--- src/design/cu_setup_pkg.sv ---
/* Shared widths, FIFO sizing and types for the compute unit setup block.
   Line size must stay a power of two, and FIFO_DEPTH must be a power of two
   with FIFO_PROG_THRESH at most half of it so the pause slack holds. */

package cu_setup_pkg;

    // ----------------------------------------
    // Widths
    // ----------------------------------------
    localparam int ADDR_W  = 32;
    localparam int COUNT_W = 32;

    // Cache line geometry
    localparam int LINE_SHIFT = 6;
    localparam int LINE_BYTES = 1 << LINE_SHIFT;

    // ----------------------------------------
    // Request FIFO sizing
    // ----------------------------------------
    localparam int FIFO_DEPTH       = 16;
    localparam int FIFO_PROG_THRESH = 8;
    localparam int FIFO_PTR_W       = $clog2(FIFO_DEPTH);

    // One cache-line read request
    typedef struct packed {
        logic [ADDR_W-1:0] addr;
        logic              last;
    } read_request_t;

    // Setup FSM states
    typedef enum logic [2:0] {
        SETUP_RESET = 3'd0,
        SETUP_IDLE  = 3'd1,
        SETUP_START = 3'd2,
        SETUP_BUSY  = 3'd3,
        SETUP_PAUSE = 3'd4,
        SETUP_DONE  = 3'd5
    } setup_state_t;

endpackage : cu_setup_pkg

--- src/design/setup_control.sv ---
/* Descriptor register and setup FSM. The descriptor level must stay high and
   stable for the whole run and drop for at least one cycle between runs. */

`timescale 1ns/10ps

module setup_control import cu_setup_pkg::*; (
    input  logic               ap_clk,
    input  logic               areset_cu_setup,
    input  logic               descriptor_valid,
    input  logic [ADDR_W-1:0]  descriptor_base,
    input  logic [COUNT_W-1:0] descriptor_count,
    input  logic               engine_idle,
    input  logic               fifo_empty,
    input  logic               fifo_prog_full,
    output logic               engine_start,
    output logic               engine_pause,
    output logic [ADDR_W-1:0]  cfg_base,
    output logic [COUNT_W-1:0] cfg_count,
    output setup_state_t       setup_state
);

    logic               desc_valid_reg;
    logic [ADDR_W-1:0]  desc_base_reg;
    logic [COUNT_W-1:0] desc_count_reg;
    logic               done_reg;
    setup_state_t       next_state;

    // ----------------------------------------
    // Descriptor input register
    // ----------------------------------------
    always_ff @(posedge ap_clk) begin
        if (areset_cu_setup) begin
            desc_valid_reg <= 1'b0;
        end else begin
            desc_valid_reg <= descriptor_valid;
        end
    end

    always_ff @(posedge ap_clk) begin
        desc_base_reg  <= descriptor_base;
        desc_count_reg <= descriptor_count;
    end

    // ----------------------------------------
    // Setup FSM
    // ----------------------------------------
    always_ff @(posedge ap_clk) begin
        if (areset_cu_setup) begin
            setup_state <= SETUP_RESET;
        end else begin
            setup_state <= next_state;
        end
    end

    always_comb begin
        next_state = setup_state;
        case (setup_state)
            SETUP_RESET: next_state = SETUP_IDLE;
            SETUP_IDLE: begin
                if (desc_valid_reg && engine_idle) begin
                    next_state = SETUP_START;
                end
            end
            // Single cycle, the engine sees the start pulse here
            SETUP_START: next_state = SETUP_BUSY;
            SETUP_BUSY: begin
                if (done_reg) begin
                    next_state = SETUP_DONE;
                end else if (fifo_prog_full) begin
                    next_state = SETUP_PAUSE;
                end
            end
            SETUP_PAUSE: begin
                if (!fifo_prog_full) begin
                    next_state = SETUP_BUSY;
                end
            end
            SETUP_DONE: begin
                if (!desc_valid_reg) begin
                    next_state = SETUP_IDLE;
                end
            end
            default: next_state = SETUP_RESET;
        endcase
    end

    // Engine drained and every request popped
    always_ff @(posedge ap_clk) begin
        if (areset_cu_setup) begin
            done_reg <= 1'b0;
        end else begin
            done_reg <= (setup_state == SETUP_BUSY) && engine_idle && fifo_empty;
        end
    end

    // Configuration captured on entry to start, held through the run
    always_ff @(posedge ap_clk) begin
        if ((setup_state == SETUP_IDLE) && (next_state == SETUP_START)) begin
            cfg_base  <= desc_base_reg;
            cfg_count <= desc_count_reg;
        end
    end

    assign engine_start = (setup_state == SETUP_START);
    assign engine_pause = (setup_state == SETUP_PAUSE);

    // ----------------------------------------
    // Checks
    // ----------------------------------------
    start_single_pulse: assert property (
        @(posedge ap_clk) disable iff (areset_cu_setup)
        engine_start |=> !engine_start
    );

    // Start only reaches an engine that has finished its previous run
    start_while_idle: assert property (
        @(posedge ap_clk) disable iff (areset_cu_setup)
        engine_start |-> engine_idle
    );

endmodule : setup_control

--- src/design/serial_read_engine.sv ---
/* Generates count consecutive cache-line read requests from base. One request
   per cycle at most; the pause level stops issue from the next edge on. */

`timescale 1ns/10ps

module serial_read_engine import cu_setup_pkg::*; (
    input  logic               ap_clk,
    input  logic               areset_cu_setup,
    input  logic               engine_start,
    input  logic               engine_pause,
    input  logic [ADDR_W-1:0]  cfg_base,
    input  logic [COUNT_W-1:0] cfg_count,
    output logic               engine_idle,
    output logic               req_wr_en,
    output read_request_t      req_data
);

    logic               active;
    logic [ADDR_W-1:0]  running_addr;
    logic [COUNT_W-1:0] remaining;
    logic               issue;

    // Room to issue this cycle
    assign issue = active && !engine_pause && (remaining != '0);

    // ----------------------------------------
    // Run control
    // ----------------------------------------
    always_ff @(posedge ap_clk) begin
        if (areset_cu_setup) begin
            active    <= 1'b0;
            remaining <= '0;
        end else if (engine_start) begin
            active    <= 1'b1;
            remaining <= cfg_count;
        end else if (issue) begin
            remaining <= remaining - COUNT_W'(1);
        end else if (active && (remaining == '0)) begin
            // Drops one cycle after the final request was written out
            active <= 1'b0;
        end
    end

    assign engine_idle = !active;

    // ----------------------------------------
    // Address generation
    // ----------------------------------------
    always_ff @(posedge ap_clk) begin
        if (engine_start) begin
            running_addr <= cfg_base;
        end else if (issue) begin
            running_addr <= running_addr + ADDR_W'(LINE_BYTES);
        end
    end

    always_ff @(posedge ap_clk) begin
        if (areset_cu_setup) begin
            req_wr_en <= 1'b0;
        end else begin
            req_wr_en <= issue;
        end
    end

    always_ff @(posedge ap_clk) begin
        if (issue) begin
            req_data.addr <= running_addr;
            req_data.last <= (remaining == COUNT_W'(1));
        end
    end

    // Pause must take effect on the very next edge
    pause_blocks_write: assert property (
        @(posedge ap_clk) disable iff (areset_cu_setup)
        engine_pause |=> !req_wr_en
    );

endmodule : serial_read_engine

--- src/design/request_fifo.sv ---
/* Synchronous request FIFO, FIFO_DEPTH entries, with registered read data.
   Writes when full and reads when empty are dropped; callers must avoid them. */

`timescale 1ns/10ps

module request_fifo import cu_setup_pkg::*; (
    input  logic          ap_clk,
    input  logic          areset_cu_setup,
    input  logic          wr_en,
    input  read_request_t din,
    input  logic          rd_en,
    output read_request_t dout,
    output logic          dout_valid,
    output logic          empty,
    output logic          full,
    output logic          prog_full
);

    read_request_t         mem [FIFO_DEPTH];
    logic [FIFO_PTR_W-1:0] wr_ptr;
    logic [FIFO_PTR_W-1:0] rd_ptr;
    logic [FIFO_PTR_W:0]   count;
    logic                  do_wr;
    logic                  do_rd;

    assign do_wr = wr_en && !full;
    assign do_rd = rd_en && !empty;

    // ----------------------------------------
    // Status flags
    // ----------------------------------------
    assign empty     = (count == '0);
    assign full      = (count == (FIFO_PTR_W+1)'(FIFO_DEPTH));
    assign prog_full = (count >= (FIFO_PTR_W+1)'(FIFO_PROG_THRESH));

    // Pointers and occupancy
    always_ff @(posedge ap_clk) begin
        if (areset_cu_setup) begin
            wr_ptr <= '0;
            rd_ptr <= '0;
            count  <= '0;
        end else begin
            if (do_wr) begin
                wr_ptr <= wr_ptr + 1'b1;
            end
            if (do_rd) begin
                rd_ptr <= rd_ptr + 1'b1;
            end
            case ({do_wr, do_rd})
                2'b10:   count <= count + 1'b1;
                2'b01:   count <= count - 1'b1;
                default: count <= count;
            endcase
        end
    end

    // ----------------------------------------
    // Storage and read port
    // ----------------------------------------
    always_ff @(posedge ap_clk) begin
        if (do_wr) begin
            mem[wr_ptr] <= din;
        end
        if (do_rd) begin
            dout <= mem[rd_ptr];
        end
    end

    always_ff @(posedge ap_clk) begin
        if (areset_cu_setup) begin
            dout_valid <= 1'b0;
        end else begin
            dout_valid <= do_rd;
        end
    end

    no_write_when_full: assert property (
        @(posedge ap_clk) disable iff (areset_cu_setup)
        wr_en |-> !full
    );

    no_read_when_empty: assert property (
        @(posedge ap_clk) disable iff (areset_cu_setup)
        rd_en |-> !empty
    );

endmodule : request_fifo

--- src/design/cu_setup.sv ---
/* Setup unit top. A popped request appears on the outputs 3 cycles after
   request_rd_en is driven; setup_busy is high in reset and just after it. */

`timescale 1ns/10ps

module cu_setup import cu_setup_pkg::*; (
    input  logic               ap_clk,
    input  logic               areset_cu_setup,
    input  logic               descriptor_valid,
    input  logic [ADDR_W-1:0]  descriptor_base,
    input  logic [COUNT_W-1:0] descriptor_count,
    input  logic               request_rd_en,
    output logic               request_valid,
    output logic [ADDR_W-1:0]  request_addr,
    output logic               request_last,
    output logic               setup_busy
);

    logic               engine_start;
    logic               engine_pause;
    logic               engine_idle;
    logic [ADDR_W-1:0]  cfg_base;
    logic [COUNT_W-1:0] cfg_count;
    setup_state_t       setup_state;

    logic               req_wr_en;
    read_request_t      req_data;
    logic               rd_en_reg;
    logic               fifo_rd_en;
    read_request_t      fifo_dout;
    logic               fifo_dout_valid;
    logic               fifo_empty;
    logic               fifo_full;
    logic               fifo_prog_full;

    // ----------------------------------------
    // Blocks
    // ----------------------------------------
    setup_control setup_control_inst (
        .ap_clk          (ap_clk),
        .areset_cu_setup (areset_cu_setup),
        .descriptor_valid(descriptor_valid),
        .descriptor_base (descriptor_base),
        .descriptor_count(descriptor_count),
        .engine_idle     (engine_idle),
        .fifo_empty      (fifo_empty),
        .fifo_prog_full  (fifo_prog_full),
        .engine_start    (engine_start),
        .engine_pause    (engine_pause),
        .cfg_base        (cfg_base),
        .cfg_count       (cfg_count),
        .setup_state     (setup_state)
    );

    serial_read_engine serial_read_engine_inst (
        .ap_clk         (ap_clk),
        .areset_cu_setup(areset_cu_setup),
        .engine_start   (engine_start),
        .engine_pause   (engine_pause),
        .cfg_base       (cfg_base),
        .cfg_count      (cfg_count),
        .engine_idle    (engine_idle),
        .req_wr_en      (req_wr_en),
        .req_data       (req_data)
    );

    request_fifo request_fifo_inst (
        .ap_clk         (ap_clk),
        .areset_cu_setup(areset_cu_setup),
        .wr_en          (req_wr_en),
        .din            (req_data),
        .rd_en          (fifo_rd_en),
        .dout           (fifo_dout),
        .dout_valid     (fifo_dout_valid),
        .empty          (fifo_empty),
        .full           (fifo_full),
        .prog_full      (fifo_prog_full)
    );

    // ----------------------------------------
    // Pop side and output register
    // ----------------------------------------
    always_ff @(posedge ap_clk) begin
        if (areset_cu_setup) begin
            rd_en_reg     <= 1'b0;
            request_valid <= 1'b0;
            setup_busy    <= 1'b1;
        end else begin
            rd_en_reg     <= request_rd_en;
            request_valid <= fifo_dout_valid;
            setup_busy    <= (setup_state == SETUP_RESET);
        end
    end

    assign fifo_rd_en = rd_en_reg && !fifo_empty;

    always_ff @(posedge ap_clk) begin
        request_addr <= fifo_dout.addr;
        request_last <= fifo_dout.last;
    end

    // Pause at the threshold leaves enough slack that the FIFO never fills
    fifo_never_full: assert property (
        @(posedge ap_clk) disable iff (areset_cu_setup)
        !fifo_full
    );

endmodule : cu_setup

--- config.mk ---
export PLATFORM = sky130hd
export DESIGN_NAME = cu_setup
export DESIGN_NICKNAME = d
export VERILOG_FILES = /design/src/design/cu_setup_pkg.sv /design/src/design/setup_control.sv /design/src/design/serial_read_engine.sv /design/src/design/request_fifo.sv /design/src/design/cu_setup.sv
export SDC_FILE = /design/constraint.sdc
export NUM_CORES = 1
export LEC_CHECK = 0
export ABC_CLOCK_PERIOD_IN_PS = 9800
export BUFFER_PORTS_ARGS = -buffer_cell sky130_fd_sc_hd__buf_2
export CORE_MARGIN = 3
export CORE_UTILIZATION = 61
export DETAILED_ROUTE_END_ITERATION = 8
export GPL_TIMING_DRIVEN = 0
export PLACE_DENSITY = 0.79
export SYNTH_ARGS = -nofsm -noshare
export SYNTH_HDL_FRONTEND = slang
export SYNTH_SLANG_ARGS = --single-unit
export TNS_END_PERCENT = 1
--- constraint.sdc ---
create_clock -name ap_clk -period 9.8 [get_ports ap_clk]
set_clock_uncertainty 0.15 [all_clocks]
set_input_delay 1.96 -clock ap_clk [delete_from_list [all_inputs] [get_ports ap_clk]]
set_output_delay 1.96 -clock ap_clk [all_outputs]
set_load 0.01 [all_outputs]
# After elaboration in Yosys (flattened, before gate mapping)
# Memory sizes are Yosys's and may differ from the RTL's. A register that Yosys moved wholly into a read port is not among the register bits.
# Index checks and enable logic that the tools add are counted.
[op_classes]
n_addsub = 6
magnitude_cmp = 1
n_eq_ne = 11
n_mux = 16
n_reduce_logical = 22
[ops]
columns = ["operator", "n"]
rows = [
  ["two-way mux 32 bit", 4],
  ["adder 32 x 7 -> 32 bit, second input constant", 1],
  ["equality test 32 x 1 -> 1 bit, second input constant", 1],
  ["zero test 32 bit", 1],
  ["nonzero test 32 bit", 1],
  ["subtractor 32 x 1 -> 32 bit, second input constant", 1],
  ["one-hot mux 3 bit (6 select lines)", 1],
  ["two-way mux 3 bit", 5],
  ["logical AND 1 bit", 10],
  ["one-hot mux 5 bit (2 select lines)", 1],
  ["equality test 3 x 2 -> 1 bit, second input constant", 3],
  ["adder 4 x 1 -> 4 bit, second input constant", 2],
  ["equality test 3 bit, second input constant", 2],
  ["nonzero test 2 bit", 3],
  ["adder 5 x 1 -> 5 bit, second input constant", 1],
  ["equality test 5 bit, second input constant", 1],
  [">= comparator 5 x 4 -> 1 bit, second input constant", 1],
  ["zero test 5 bit", 1],
  ["two-way mux 1 bit", 5],
  ["subtractor 5 x 1 -> 5 bit, second input constant", 1],
  ["zero test 1 bit", 4],
  ["equality test 3 x 1 -> 1 bit, second input constant", 1],
  ["zero test 3 bit", 1],
  ["equality test 2 x 1 -> 1 bit, second input constant", 1],
  ["3 further kinds", 3],
]
[totals]
reg_bits = 282
mem_bits_rw = 528
inputBits = 68
output_inout_bits = 35
word_cells = 79
memories = 1
[mem_list]
columns = ["name", "words", "width", "rd", "rd_ports_with_merged_regs", "wr", "line", "text"]
rows = [
  ["request_fifo_inst.mem", 16, 33, 1, 1, 1, "request_fifo.sv:19", "read_request_t mem [FIFO_DEPTH];"],
]

# Longest topological paths before layout
# Gate-level depths: netlist of the first run.
[depth]
depth_word = 6
ltp_mapped = 11
ltp_nobuf = 11

# Modules after synthesis
# From an unflattened synthesis of the first run, not the netlist that was laid out.
[unflattened]
cells_unflattened = 1597
area_unflattened_um2 = 30683.2
[by_module_without_submodules]
columns = ["module", "n_inst", "cells_each", "area_each_um2", "seq_area_each_um2"]
rows = [
  ["request_fifo", 1, 949, 21613.2, 17126.4],
  ["serial_read_engine", 1, 450, 4830.9, 2632.5],
  ["setup_control", 1, 157, 3488.3, 3303.2],
  ["cu_setup", 1, 41, 750.7, 720.7],
]

# Least setup slack after synthesis of the first run
# Ideal clock, no wire load.
[synth_path]
path_kind = "register to register"
from = "register setup_control_inst.setup_state[0]"
to = "register setup_control_inst.cfg_base[0], enable pin"
setup_time_ns = 0.670
arrival_time_ns = 7.438
slack_ns = 1.541
stages_incl_launch_ff = 4
n_path_buf = 1
path_cell_list = "dfxtp_1 > clkbuf_1 > nor2b_1 > nor4b_1"
[synth_via]
elab_chain_cells = 5
elab_cells_between_ends = 14
classes_between = "eq/ne: 6; mux: 6; reduce/logical: 2"
[synth_lines]
columns = ["item", "line", "text"]
rows = [
  ["start, declared", "setup_control.sv:19", "output setup_state_t setup_state"],
  ["start signal, assigned", "setup_control.sv:51", "setup_state <= next_state;"],
  ["two-way mux 3 bit", "setup_control.sv:69", "end else if (fifo_prog_full) begin"],
  ["two-way mux 3 bit", "setup_control.sv:67", "if (done_reg) begin"],
  ["one-hot mux 3 bit (6 select lines)", "setup_control.sv:57", "case (setup_state)"],
  ["equality test 3 x 2 -> 1 bit", "setup_control.sv:98", "if ((setup_state == SETUP_IDLE) && (next_state == SETUP_START)) begin"],
  ["logical AND 1 bit *", "setup_control.sv:98", ""],
  ["end signal, assigned", "setup_control.sv:99", "cfg_base <= desc_base_reg;"],
  ["end, declared", "setup_control.sv:17", "output logic [ADDR_W-1:0] cfg_base,"],
]
# Mark *: on every way between the ends. The rest lies on a longest branch, timed or not.
# A chain may end at the register's enable or synchronous reset.

# Worst setup path in the final report of the first run
[layout_path]
from = "register request_fifo_inst.count[4]"
to = "register request_fifo_inst.count[4]"
[layout_via]
elab_chain_cells = 6
elab_cells_between_ends = 13
classes_between = "add/sub: 2; eq/ne: 3; mux: 1; reduce/logical: 7"
[layout_lines]
columns = ["item", "line", "text"]
rows = [
  ["start, declared", "request_fifo.sv:22", "logic [FIFO_PTR_W:0] count;"],
  ["start signal, assigned", "request_fifo.sv:50", "2'b10: count <= count + 1'b1;"],
  ["start signal, assigned", "request_fifo.sv:51", "2'b01: count <= count - 1'b1;"],
  ["start signal, assigned", "request_fifo.sv:52", "default: count <= count;"],
  ["zero test 5 bit *", "request_fifo.sv:32", "assign empty = (count == '0);"],
  ["zero test 1 bit *", "request_fifo.sv:27, cu_setup.sv:95", ""],
  ["logical AND 1 bit", "cu_setup.sv:95", "assign fifo_rd_en = rd_en_reg && !fifo_empty;"],
  ["logical AND 1 bit *", "request_fifo.sv:27", "assign do_rd = rd_en && !empty;"],
  ["named net request_fifo_inst.do_rd", "request_fifo.sv:24", "logic do_rd;"],
  ["equality test 2 x 1 -> 1 bit or equality test 2 bit (tied branches)", "request_fifo.sv:49", "case ({do_wr, do_rd})"],
  ["one-hot mux 5 bit (2 select lines) or nonzero test 2 bit (tied branches)", "n/a", ""],
]
# The timed path passes the listed nets; every way through them passes the cells marked *.

==> results of run 1 <==
how the worst max path moves through the flow:
stage / depth (start not counted) / slack (ps) / endpoint
after floorplan: 3 / 1540 / setup_control_inst.cfg_base[0]
after CTS: 12 / 5820 / request_fifo_inst.count[4]
final: 12 / 5850 / request_fifo_inst.count[4]
after global routing: 12 / 5640 / request_fifo_inst.count[4]
after global placement: 3 / -940 / setup_control_inst.cfg_base[16]
after detailed placement: 12 / 5930 / request_fifo_inst.count[4]
power by group:
part / switching, mW / internal (mW) / leakage (nW)
logic: 0.255 / 0.156 / 2.56
clock network: 1.32 / 1.90 / 1.37
registers: 0.0900 / 3.97 / 7.49
worst max-delay path: stages, from the launching register on:
cell      delay (ps)
dfxtp_1          320
clkbuf_1         270
inv_1            140
a21boi_4         780
buf_12           270
ha_1             260
inv_1            110
fa_1             460
nor2b_1          190
o21ai_0          130
and3_1           210
or4_1            420
a21oi_1          160
per-stage QoR:
stage / hold slack [ps] / util / setup TNS, ps / setup slack, ps / instances
2_1_floorplan: 173 / - / 0 / 1540 / 1554
3_3_place_gp: 174 / 0.650 / -59880 / -940 / 2320
3_5_place_dp: 177 / 0.664 / 0 / 5930 / 2358
4_1_cts: 182 / 0.721 / 0 / 5820 / 2509
5_1_grt: 192 / 0.721 / 0 / 5640 / 2509
6_report: 184 / 0.721 / 0 / 5850 / 2509
cell families after synthesis:
group           share of synthesized area
compound gates                     0.0239
xor+xnor                          0.00798
fa+ha+maj                         0.00594
buf+inv                            0.0146
flops                               0.774
mux                                 0.122
simple gates                       0.0520
layer usage:
layer  track usage  up-vias
met5             0        -
met4         0.103        0
met3        0.0475      161
met2         0.474      922
met1         0.352     8322
li1              -     6737
cell usage after synthesis, types with 15 or more instances:
master	instances
edfxtp_1	690
mux4_2	165
dfxtp_1	153
nor2_1	79
nand2_1	52
clkbuf_1	48
o21ai_0	30
a311oi_1	22
or3_1	22
nand3_1	21
nor4_1	21
nor3_1	20
inv_1	15
xor2_1	15
cell type report:
cell class / count / area (um^2) / area share
Buffer: 78 / 392 / 0.0110
Sequential cell: 843 / 23800 / 0.669
Clock inverter: 34 / 340 / 0.00957
Inverter: 15 / 56.3 / 0.00158
Tap cell: 664 / 831 / 0.0234
Clock buffer: 117 / 2440 / 0.0687
Multi-Input combinational cell: 618 / 6650 / 0.187
Timing Repair Buffer: 140 / 1080 / 0.0303
==> reports/qor.yml, run 1 <==
drive_gt1_frac: 0.260
hpwl_um: 41400
design_area_mm2: 0.0356
synth_edf_count: 690
status: "finished clean"
vias: 16100
ff2ff_path_depth: 12
layout_common_cells: "edfxtp_1 (690), mux4_2 (165), dfxtp_1 (153)"
io_pins: 103
hold_end: "request_addr[10]"
numPortBuffers: 102
grt_overflow: 0
cts_tree: "done"
cap_violations: 0
cp.arrival_ps: 4330
cts_setup_buffers: 0
power_density_mw_per_mm2: 216
r2r_start: "request_fifo_inst.count[4]"
drc: 0
synth_cell_types: 63
cts_sinks: 843
clock_path_buffers: 3
syn-cell-area_mm2: 0.0307
wl_per_cell_um: 28.3
finalSetupViolations: 0
largestRegisters: "request_fifo_inst.mem: 528 flops, request_fifo_inst.dout: 33 flops, serial_read_engine_inst.req_data: 33 flops"
yosys-top-cells-area: "edfxtp_1 (67%), mux4_2 (12%), dfxtp_1 (10%)"
synth_seq_area_share: 0.774
layout_commonest_cell: "edfxtp_1"
antenna_found_initial: 1
synth_nets: 1636
nets: 1859
grt_usage: 0.274
cts-root-buf: "clkbuf_16"
ctsResizeCount: 0
drv_slew: 0
fp.coreArea_mm2: 0.0494
syn_area_per_cell_um2: 19.8
timing.final.crit_share: 0.403
fill_cells: 2780
total_power_mw: 7.69
r2r-end: "request_fifo_inst.count[4]"
regMostFlops: "request_fifo_inst.mem"
synth_ff_type: "edfxtp_1"
core.rowCount: 81
crit_type: "flip-flop to flip-flop"
fmax_mhz: 253
ys_warn_count: 0
cp-end-kind: "flip-flop"
maxUsedRoutingLayer: "met4"
wirelength_um: 71000
largest_reg_flops: 528
hold_class: "flip-flop to flip-flop"
crit_fanout: 22
antenna_cells: 0
async_flop_share: 0
area_growth_syn_to_layout_pct: 15.7
synth_cells: 1554
clk_latency_ps: 610
regToRegSetupSlack_ps: 5850
grt_pass1_wl_um: 106000
drt-initial-drc-count: 1922
finalWeightedCongestion: 0.895
cts_hold_buf: 0
worst_pin_slew_ps: 1130
max_slew_margin: 0.244
critPathLaunchType: "flip-flop"
die_area_mm2: 0.0531
fin_crit_ps: 3950
critPathRequiredTime_ps: 10180
die_w_um: 230
ir_drop_mv: 0.179
avgViaCountPerCell: 6.43
wl_met3_um: 5800
dieHeight_um: 230
grt_max_degree: 26
cellLeakagePower_nw: 11.4
cts_buffers: 81
yosys.area.top_type: "edfxtp_1"
hold_start: "request_fifo_inst.dout[11]"
crit_path_start: "request_fifo_inst.count[4]"
whs_path_depth: 0
dr_wl_met2_um: 37400
first_pass_iters: 5
hold_viol: 0
path_clk_slew_ps: 60
h-tree-depth: 3
ant_nets: 0
synth_top_area_frac: 0.674
synth.ff_latch_count: 843
m1WireLength_um: 25500
start_util: 0.623
place_area_mm2: 0.0328
grt_pass1_vias: 16800
rsz0062_at_grt: "no"
(Power assumes the default switching activity.)
==> inputs of run 2 (changes only) <==
--- a/config.mk
+++ b/config.mk
@@ -5,13 +5,14 @@
 export SDC_FILE = /design/constraint.sdc
 export NUM_CORES = 1
 export LEC_CHECK = 0
-export ABC_CLOCK_PERIOD_IN_PS = 9800
+export ABC_AREA = 1
+export ABC_CLOCK_PERIOD_IN_PS = 4010
 export BUFFER_PORTS_ARGS = -buffer_cell sky130_fd_sc_hd__buf_2
 export CORE_MARGIN = 3
 export CORE_UTILIZATION = 61
 export DETAILED_ROUTE_END_ITERATION = 8
 export GPL_TIMING_DRIVEN = 0
-export PLACE_DENSITY = 0.79
+export PLACE_DENSITY = 0.78
 export SYNTH_ARGS = -nofsm -noshare
 export SYNTH_HDL_FRONTEND = slang
 export SYNTH_SLANG_ARGS = --single-unit
==> constraint.sdc (replaced) <==
create_clock -name ap_clk -period 4.01 [get_ports ap_clk]
set_clock_uncertainty 0.15 [all_clocks]
set_input_delay 0.802 -clock ap_clk [delete_from_list [all_inputs] [get_ports ap_clk]]
set_output_delay 0.802 -clock ap_clk [all_outputs]
set_load 0.01 [all_outputs]
==> run 2 against run 1 <==
  * Utilization fell by 1.3 points
  * Count of clock-buffer cells in the layout fell by 7
  * Power rose to 2.7 times the previous value
  * Critical path depth rose by 1
  * Maximum frequency rose by 12%
  * Global-route usage rose by 3.1 points
  * Hold slack got worse by 61 ps
  * Critical path type unchanged
==> reports/qor.yml, run 2 <==
die_w_um: 235  # +1.8%
nets: 2721  # +46%
path_clk_slew_ps: 60  # about the same
fmax_mhz: 283  # +12%
cts_tree: "done"
grt_max_degree: 36  # +38%
async_flop_share: 0  # unchanged
design_area_mm2: 0.0365  # +2.5%
clk_latency_ps: 630  # +20 ps
syn-cell-area_mm2: 0.0319  # +3.7%
yosys-top-cells-count: "edfxtp_1 (690), nor2_1 (423), nand2_1 (279), o21ai_0 (213), dfxtp_1 (153)"
worst_pin_slew_ps: 1170  # +31.9 ps
clock_path_buffers: 3  # unchanged
ir_drop_mv: 0.412  # +130%
fin_util: 0.708  # -0.0127
numPortBuffers: 102  # unchanged
cts-root-buf: "clkbuf_16"
max_slew_margin: 0.222  # -0.0221
antenna_cells: 0  # unchanged
die_area_mm2: 0.0550  # +3.6%
grt_pass1_wl_um: 123000  # +16%
power_density_mw_per_mm2: 576  # +170%
cts_hold_buf: 0  # unchanged
cts_sinks: 843  # unchanged
crit_type: "flip-flop to flip-flop"
total_power_mw: 21.0  # +170%
fp.coreArea_mm2: 0.0515  # +4.4%
synth_cell_types: 42  # -33%
hold_viol: 0  # unchanged
hold_class: "input port to flip-flop"
rsz0062_at_grt: "no"
fin_ws_ps: 478  # -5370 ps
drv_slew: 0  # unchanged
grt_pass1_vias: 20500  # +22%
antenna_found_initial: 1  # unchanged
grt_usage: 0.304  # +0.0306
ys_warn_count: 0  # unchanged
drt-initial-drc-count: 3289  # +71%
finalWeightedCongestion: 0.915  # +2.3%
critPathLaunchType: "flip-flop"
area_growth_syn_to_layout_pct: 14.5
avgViaCountPerCell: 6.30  # -2.0%
cp-end-kind: "flip-flop"
synth_nets: 2516  # +54%
ant_nets: 0  # unchanged
synth_most_common_cell: "edfxtp_1"
dieHeight_um: 235  # +1.8%
fin_crit_ps: 3530  # -416 ps
vias: 21300  # +32%
wirelength_um: 83300  # +17%
drc: 0  # unchanged
h-tree-depth: 3  # unchanged
timing.final.crit_share: 0.881  # +0.478
synth_ff_type: "edfxtp_1"
synth.ff_latch_count: 843  # unchanged
wl_per_cell_um: 24.6  # -13%
synth_top_area_frac: 0.650  # -0.0237
layout_commonest_cell: "edfxtp_1"
status: "finished clean"
yosys.area.top_type: "edfxtp_1"
first_pass_iters: 8  # +3
io_pins: 103  # unchanged
ctsResizeCount: 0  # unchanged
regMostFlops: "request_fifo_inst.mem"
cts_buffers: 81  # unchanged
dp_worst_setup_slack_ps: 529  # -5410 ps
cellLeakagePower_nw: 12.5  # +9.5%
grt_overflow: 0  # unchanged
synth_edf_count: 690  # unchanged
largestRegisters: "request_fifo_inst.mem: 528 flops, request_fifo_inst.dout: 33 flops, serial_read_engine_inst.req_data: 33 flops"
core.rowCount: 83  # +2.5%
cts_setup_buffers: 0  # unchanged
start_util: 0.619  # -0.00425
crit_fanout: 21  # -4.5%
place_area_mm2: 0.0338  # +3.1%
synth_cells: 2434  # +57%
layout_common_cells: "edfxtp_1 (690), nor2_1 (407), nand2_1 (279)"
drive_gt1_frac: 0.120  # -0.140
yosys-top-cells-area: "edfxtp_1 (65%), dfxtp_1 (9.6%), nor2_1 (5.0%)"
finalSetupViolations: 0  # unchanged
hpwl_um: 54500  # +31%
critPathRequiredTime_ps: 4360  # -5820 ps
synth_seq_area_share: 0.746  # -0.0273
cap_violations: 0  # unchanged
syn_area_per_cell_um2: 13.1  # -34%
largest_reg_flops: 528  # unchanged
cp.arrival_ps: 3880  # -450 ps
run 2: changes by cell type after synthesis, sizes merged, moves of 69 or more:
cell / delta
nand2: +232
o221ai: +69
nand3: +86
mux2i: +70
o21ai: +180
nor2: +351
mux4: -165
run 2: critical path, stage by stage (launching register included):
cell,delay [ps]
dfxtp_1,340
nor4_1,370
nand2_1,140
nand2_1,340
inv_2,360
buf_16,280
ha_1,290
ha_1,370
a21oi_1,240
nand2_1,110
a21oi_1,140
nand2_1,70
o21ai_0,150
a21oi_1,50
run 2: worst paths after layout:
check                                         endpoint  depth (start not counted)  slack, ps                  startpoint
setup / recovery            request_fifo_inst.count[4]                         13        480  request_fifo_inst.count[1]
setup reg to reg            request_fifo_inst.count[4]                         13        480  request_fifo_inst.count[1]
hold / removal    setup_control_inst.desc_base_reg[13]                          1        120         descriptor_base[13]
hold reg to reg                       request_addr[15]                          0        190  request_fifo_inst.dout[16]
run 2: report_power, final:
| part | total [mW] | switching, mW | internal, mW |
|---|---|---|---|
| logic | 3.37 | 2.35 | 1.02 |
| clock network | 7.60 | 3.21 | 4.38 |
| registers | 10.0 | 0.245 | 9.80 |
run 2: through the flow:
stage / hold WS [ps] / TNS (ps) / cells
final: 123 / 0 / 3386
after global routing: 106 / 0 / 3386
after CTS: 99.4 / 0 / 3386
after detailed placement: 177 / 0 / 3236
after global placement: 174 / -285390 / 3216
after floorplan: 173 / 0 / 2434
run 2: layout make-up:
cell class                      count  area (um^2)
Clock buffer                      110         2270
Clock inverter                     40          380
Multi-Input combinational cell   1383         7340
Timing Repair Buffer              122          971
Sequential cell                   843        23800
Tap cell                          680          851
Fill cell                        3374        15000
Buffer                            125          558
Inverter                           83          312
run 2: metal layers:
metal / GRT usage / part of all wire / vias up
li1: - / - / 9250
met1: 0.397 / 0.35 / 10200
met2: 0.483 / 0.46 / 1591
met3: 0.0651 / 0.12 / 342
met4: 0.167 / 0.061 / 0
met5: 0 / 0 / -
run 2: cell families after synthesis:
group,share of synthesized area
adders and majority gates,0.00573
buffers and inverters,0.0273
muxes,0.0226
and+or+nand+nor,0.109
AOI/OAI and AO/OA,0.0820
DFF,0.746
xor gates and xnor gates,0.00687
==> inputs of run 3 (changes only) <==
--- a/config.mk
+++ b/config.mk
@@ -9,10 +9,11 @@
 export ABC_CLOCK_PERIOD_IN_PS = 4010
 export BUFFER_PORTS_ARGS = -buffer_cell sky130_fd_sc_hd__buf_2
 export CORE_MARGIN = 3
-export CORE_UTILIZATION = 61
+export CORE_UTILIZATION = 50
 export DETAILED_ROUTE_END_ITERATION = 8
 export GPL_TIMING_DRIVEN = 0
-export PLACE_DENSITY = 0.78
+export MAX_ROUTING_LAYER = met4
+export PLACE_DENSITY = 0.66
 export SYNTH_ARGS = -nofsm -noshare
 export SYNTH_HDL_FRONTEND = slang
 export SYNTH_SLANG_ARGS = --single-unit
==> run 3 against run 2 <==
  * Cell count is 4.9% higher
  * Utilization is 12 points lower
  * Largest cell class unchanged
  * Critical path depth is 1 lower
  * Highest routed layer unchanged
==> reports/qor.yml, run 3 (same netlist as run 2, synthesis figures left out) <==
status: "finished clean"
io_pins: 103  # unchanged
cap_violations: 0  # unchanged
design_area_mm2: 0.0369  # +1.3%
die_area_mm2: 0.0668  # +21%
area_growth_syn_to_layout_pct: 15.9
finalWeightedCongestion: 0.899  # -1.8%
fin_ws_ps: 727  # +249 ps
top_usage_layer: "met2"
cts_setup_buffers: 0  # unchanged
ctsResizeCount: 0  # unchanged
total_power_mw: 21.7  # +3.2%
layout_commonest_cell: "edfxtp_1"
max_slew_margin: 0.216  # -0.00636
cts_tree: "done"
hpwl_um: 56400  # +3.5%
grt_usage: 0.262  # -0.0423
drv_slew: 0  # unchanged
endpoint: "request_fifo_inst.count[3]"
drc: 0  # unchanged
whs_path_depth: 1  # unchanged
ir_drop_mv: 0.434  # +5.2%
fill_cells: 4930  # +46%
dieHeight_um: 258  # +10%
fin_crit_ps: 3280  # -249 ps
grt_pass1_vias: 20500  # -0.19%
wl_per_cell_um: 24.0  # -2.4%
grt_max_degree: 36  # unchanged
start_util: 0.511  # -0.108
worst_pin_slew_ps: 1180  # +9.53 ps
grt.met1_usage: 0.330  # -0.0668
sw_frac_of_total: 0.276  # -0.000588
hold_class: "input port to flip-flop"
p_comb_frac: 0.155  # -0.006
crit_type: "flip-flop to flip-flop"
path_clk_slew_ps: 70  # about the same
cts_sinks: 843  # unchanged
r2r-end: "request_fifo_inst.count[3]"
critPathLaunchType: "flip-flop"
grtUsageMet2: 0.422  # -0.0614
pwr-share-clk: 0.382  # +0.020
crit_path_start: "request_fifo_inst.count[1]"
core.rowCount: 91  # +9.6%
regMostFlops: "request_fifo_inst.mem"
grt_overflow: 0  # unchanged
h-tree-depth: 3  # unchanged
p_sw_mw: 5.98  # +3.0%
cellLeakagePower_nw: 12.6  # +1.1%
nets: 2725  # +0.15%
finalSetupViolations: 0  # unchanged
cp.arrival_ps: 3670  # -210 ps
hold_viol: 0  # unchanged
numPortBuffers: 102  # unchanged
largest_reg_flops: 528  # unchanged
rsz0062_at_grt: "no"
wirelength_um: 85300  # +2.5%
cts_hold_buf: 0  # unchanged
grt_pass1_wl_um: 126000  # +2.3%
grtUsageMet3: 0.0455  # -0.0196
fp.coreArea_mm2: 0.0624  # +21%
drive_gt1_frac: 0.125  # +0.00550
fin_util: 0.592  # -0.116
timing.final.crit_share: 0.819  # -0.0621
seqPwrFrac: 0.463  # -0.015
vias: 20700  # -2.9%
ff2ff_path_depth: 12  # -1
clock_path_buffers: 3  # unchanged
first_pass_iters: 6  # -2
p_int_mw: 15.7  # +3.3%
critPathRequiredTime_ps: 4400  # +40 ps
ant_nets: 0  # unchanged
antenna_found_initial: 2  # +1
r2r_start: "request_fifo_inst.count[1]"
layout_common_cells: "edfxtp_1 (690), nor2_1 (407), nand2_1 (279)"
dp_worst_setup_slack_ps: 788  # +259 ps
die_w_um: 258  # +10%
power_density_mw_per_mm2: 587  # +1.9%
place_area_mm2: 0.0340  # +0.46%
cts_buffers: 85  # +4.9%
largestRegisters: "request_fifo_inst.mem: 528 flops, request_fifo_inst.dout: 33 flops, serial_read_engine_inst.req_data: 33 flops"
clk_latency_ps: 660  # +30 ps
regToRegSetupSlack_ps: 730  # +250 ps
crit_fanout: 16  # -24%
fmax_mhz: 305  # +7.6%
drt-initial-drc-count: 2613  # -21%
cp-end-kind: "flip-flop"
cts-root-buf: "clkbuf_16"
avgViaCountPerCell: 5.83  # -7.5%
[run 3: cell count changes in the layout (fill, tap and decap cells not counted), moves of 2 or more]
| cell | previous run | this run |
|---|---|---|
| inv_6 | 1 | 3 |
| clkbuf_16 | 86 | 89 |
| bufinv_16 | 6 | 10 |
| inv_16 | 0 | 2 |
| clkbuf_8 | 3 | 8 |
| clkinv_4 | 3 | 1 |
| buf_16 | 8 | 3 |
| clkbuf_1 | 98 | 88 |
| clkinv_1 | 7 | 10 |
| buf_12 | 12 | 16 |
[run 3: worst min-delay path by stage]
stage | from | endpoint | slack (ps)
after floorplan | request_fifo_inst.dout[1] | request_addr[0] | 170
after global placement | request_fifo_inst.dout[0] | request_last | 170
after detailed placement | request_fifo_inst.dout[0] | request_last | 180
after CTS | descriptor_count[5] | setup_control_inst.desc_count_reg[5] | 80
after global routing | descriptor_count[5] | setup_control_inst.desc_count_reg[5] | 80
final | descriptor_count[14] | setup_control_inst.desc_count_reg[14] | 110
[run 3: worst max-delay path: stages (launching register included)]
cell and delay, ps:
dfxtp_1 340, nor4_1 400, nand2_1 170, nand2_1 330
inv_2 320, ha_1 370, ha_1 380, nand2_1 80
nor2_1 40, a211oi_1 300, xnor2_1 100, o21ai_0 140
inv_1 50
[run 3: metal layers]
| metal | routed length [um] | vias up |
|---|---|---|
| li1 | - | 9239 |
| met3 | 8020 | 252 |
| met2 | 40800 | 1187 |
| met5 | 0 | - |
| met4 | 3820 | 0 |
| met1 | 32700 | 10000 |
[run 3: final cells by class]
| type | instances | area (um^2) | area share |
|---|---|---|---|
| inverter | 83 | 312 | 0.00844 |
| tap | 837 | 1050 | 0.0284 |
| multi-input combinational | 1383 | 7340 | 0.199 |
| antenna | 1 | 2.50 | 0.0000678 |
| buffer | 125 | 558 | 0.0151 |
| clock buffer | 108 | 2380 | 0.0644 |
| sequential | 843 | 23800 | 0.644 |
| clock inverter | 51 | 578 | 0.0157 |
| timing repair buffer | 122 | 928 | 0.0251 |
[run 3: per-stage QoR]
| step | hold WS, ps | instances | setup TNS [ps] |
|---|---|---|---|
| final | 107 | 3553 | 0 |
| after floorplan | 173 | 2434 | 0 |
| after CTS | 75.5 | 3552 | 0 |
| after global routing | 79.9 | 3553 | 0 |
| after detailed placement | 177 | 3393 | 0 |
| after global placement | 174 | 3373 | -384250 |
[run 3: power groups by stage]
stage	logic (mW)	registers, mW	clock network [mW]
4_1_cts	3.32	10.0	8.37
3_5_place_dp	3.30	10.2	0
5_1_grt	3.68	10.1	8.74
3_3_place_gp	3.22	10.2	0
6_report	3.35	10.0	8.28
2_1_floorplan	2.16	10.1	0
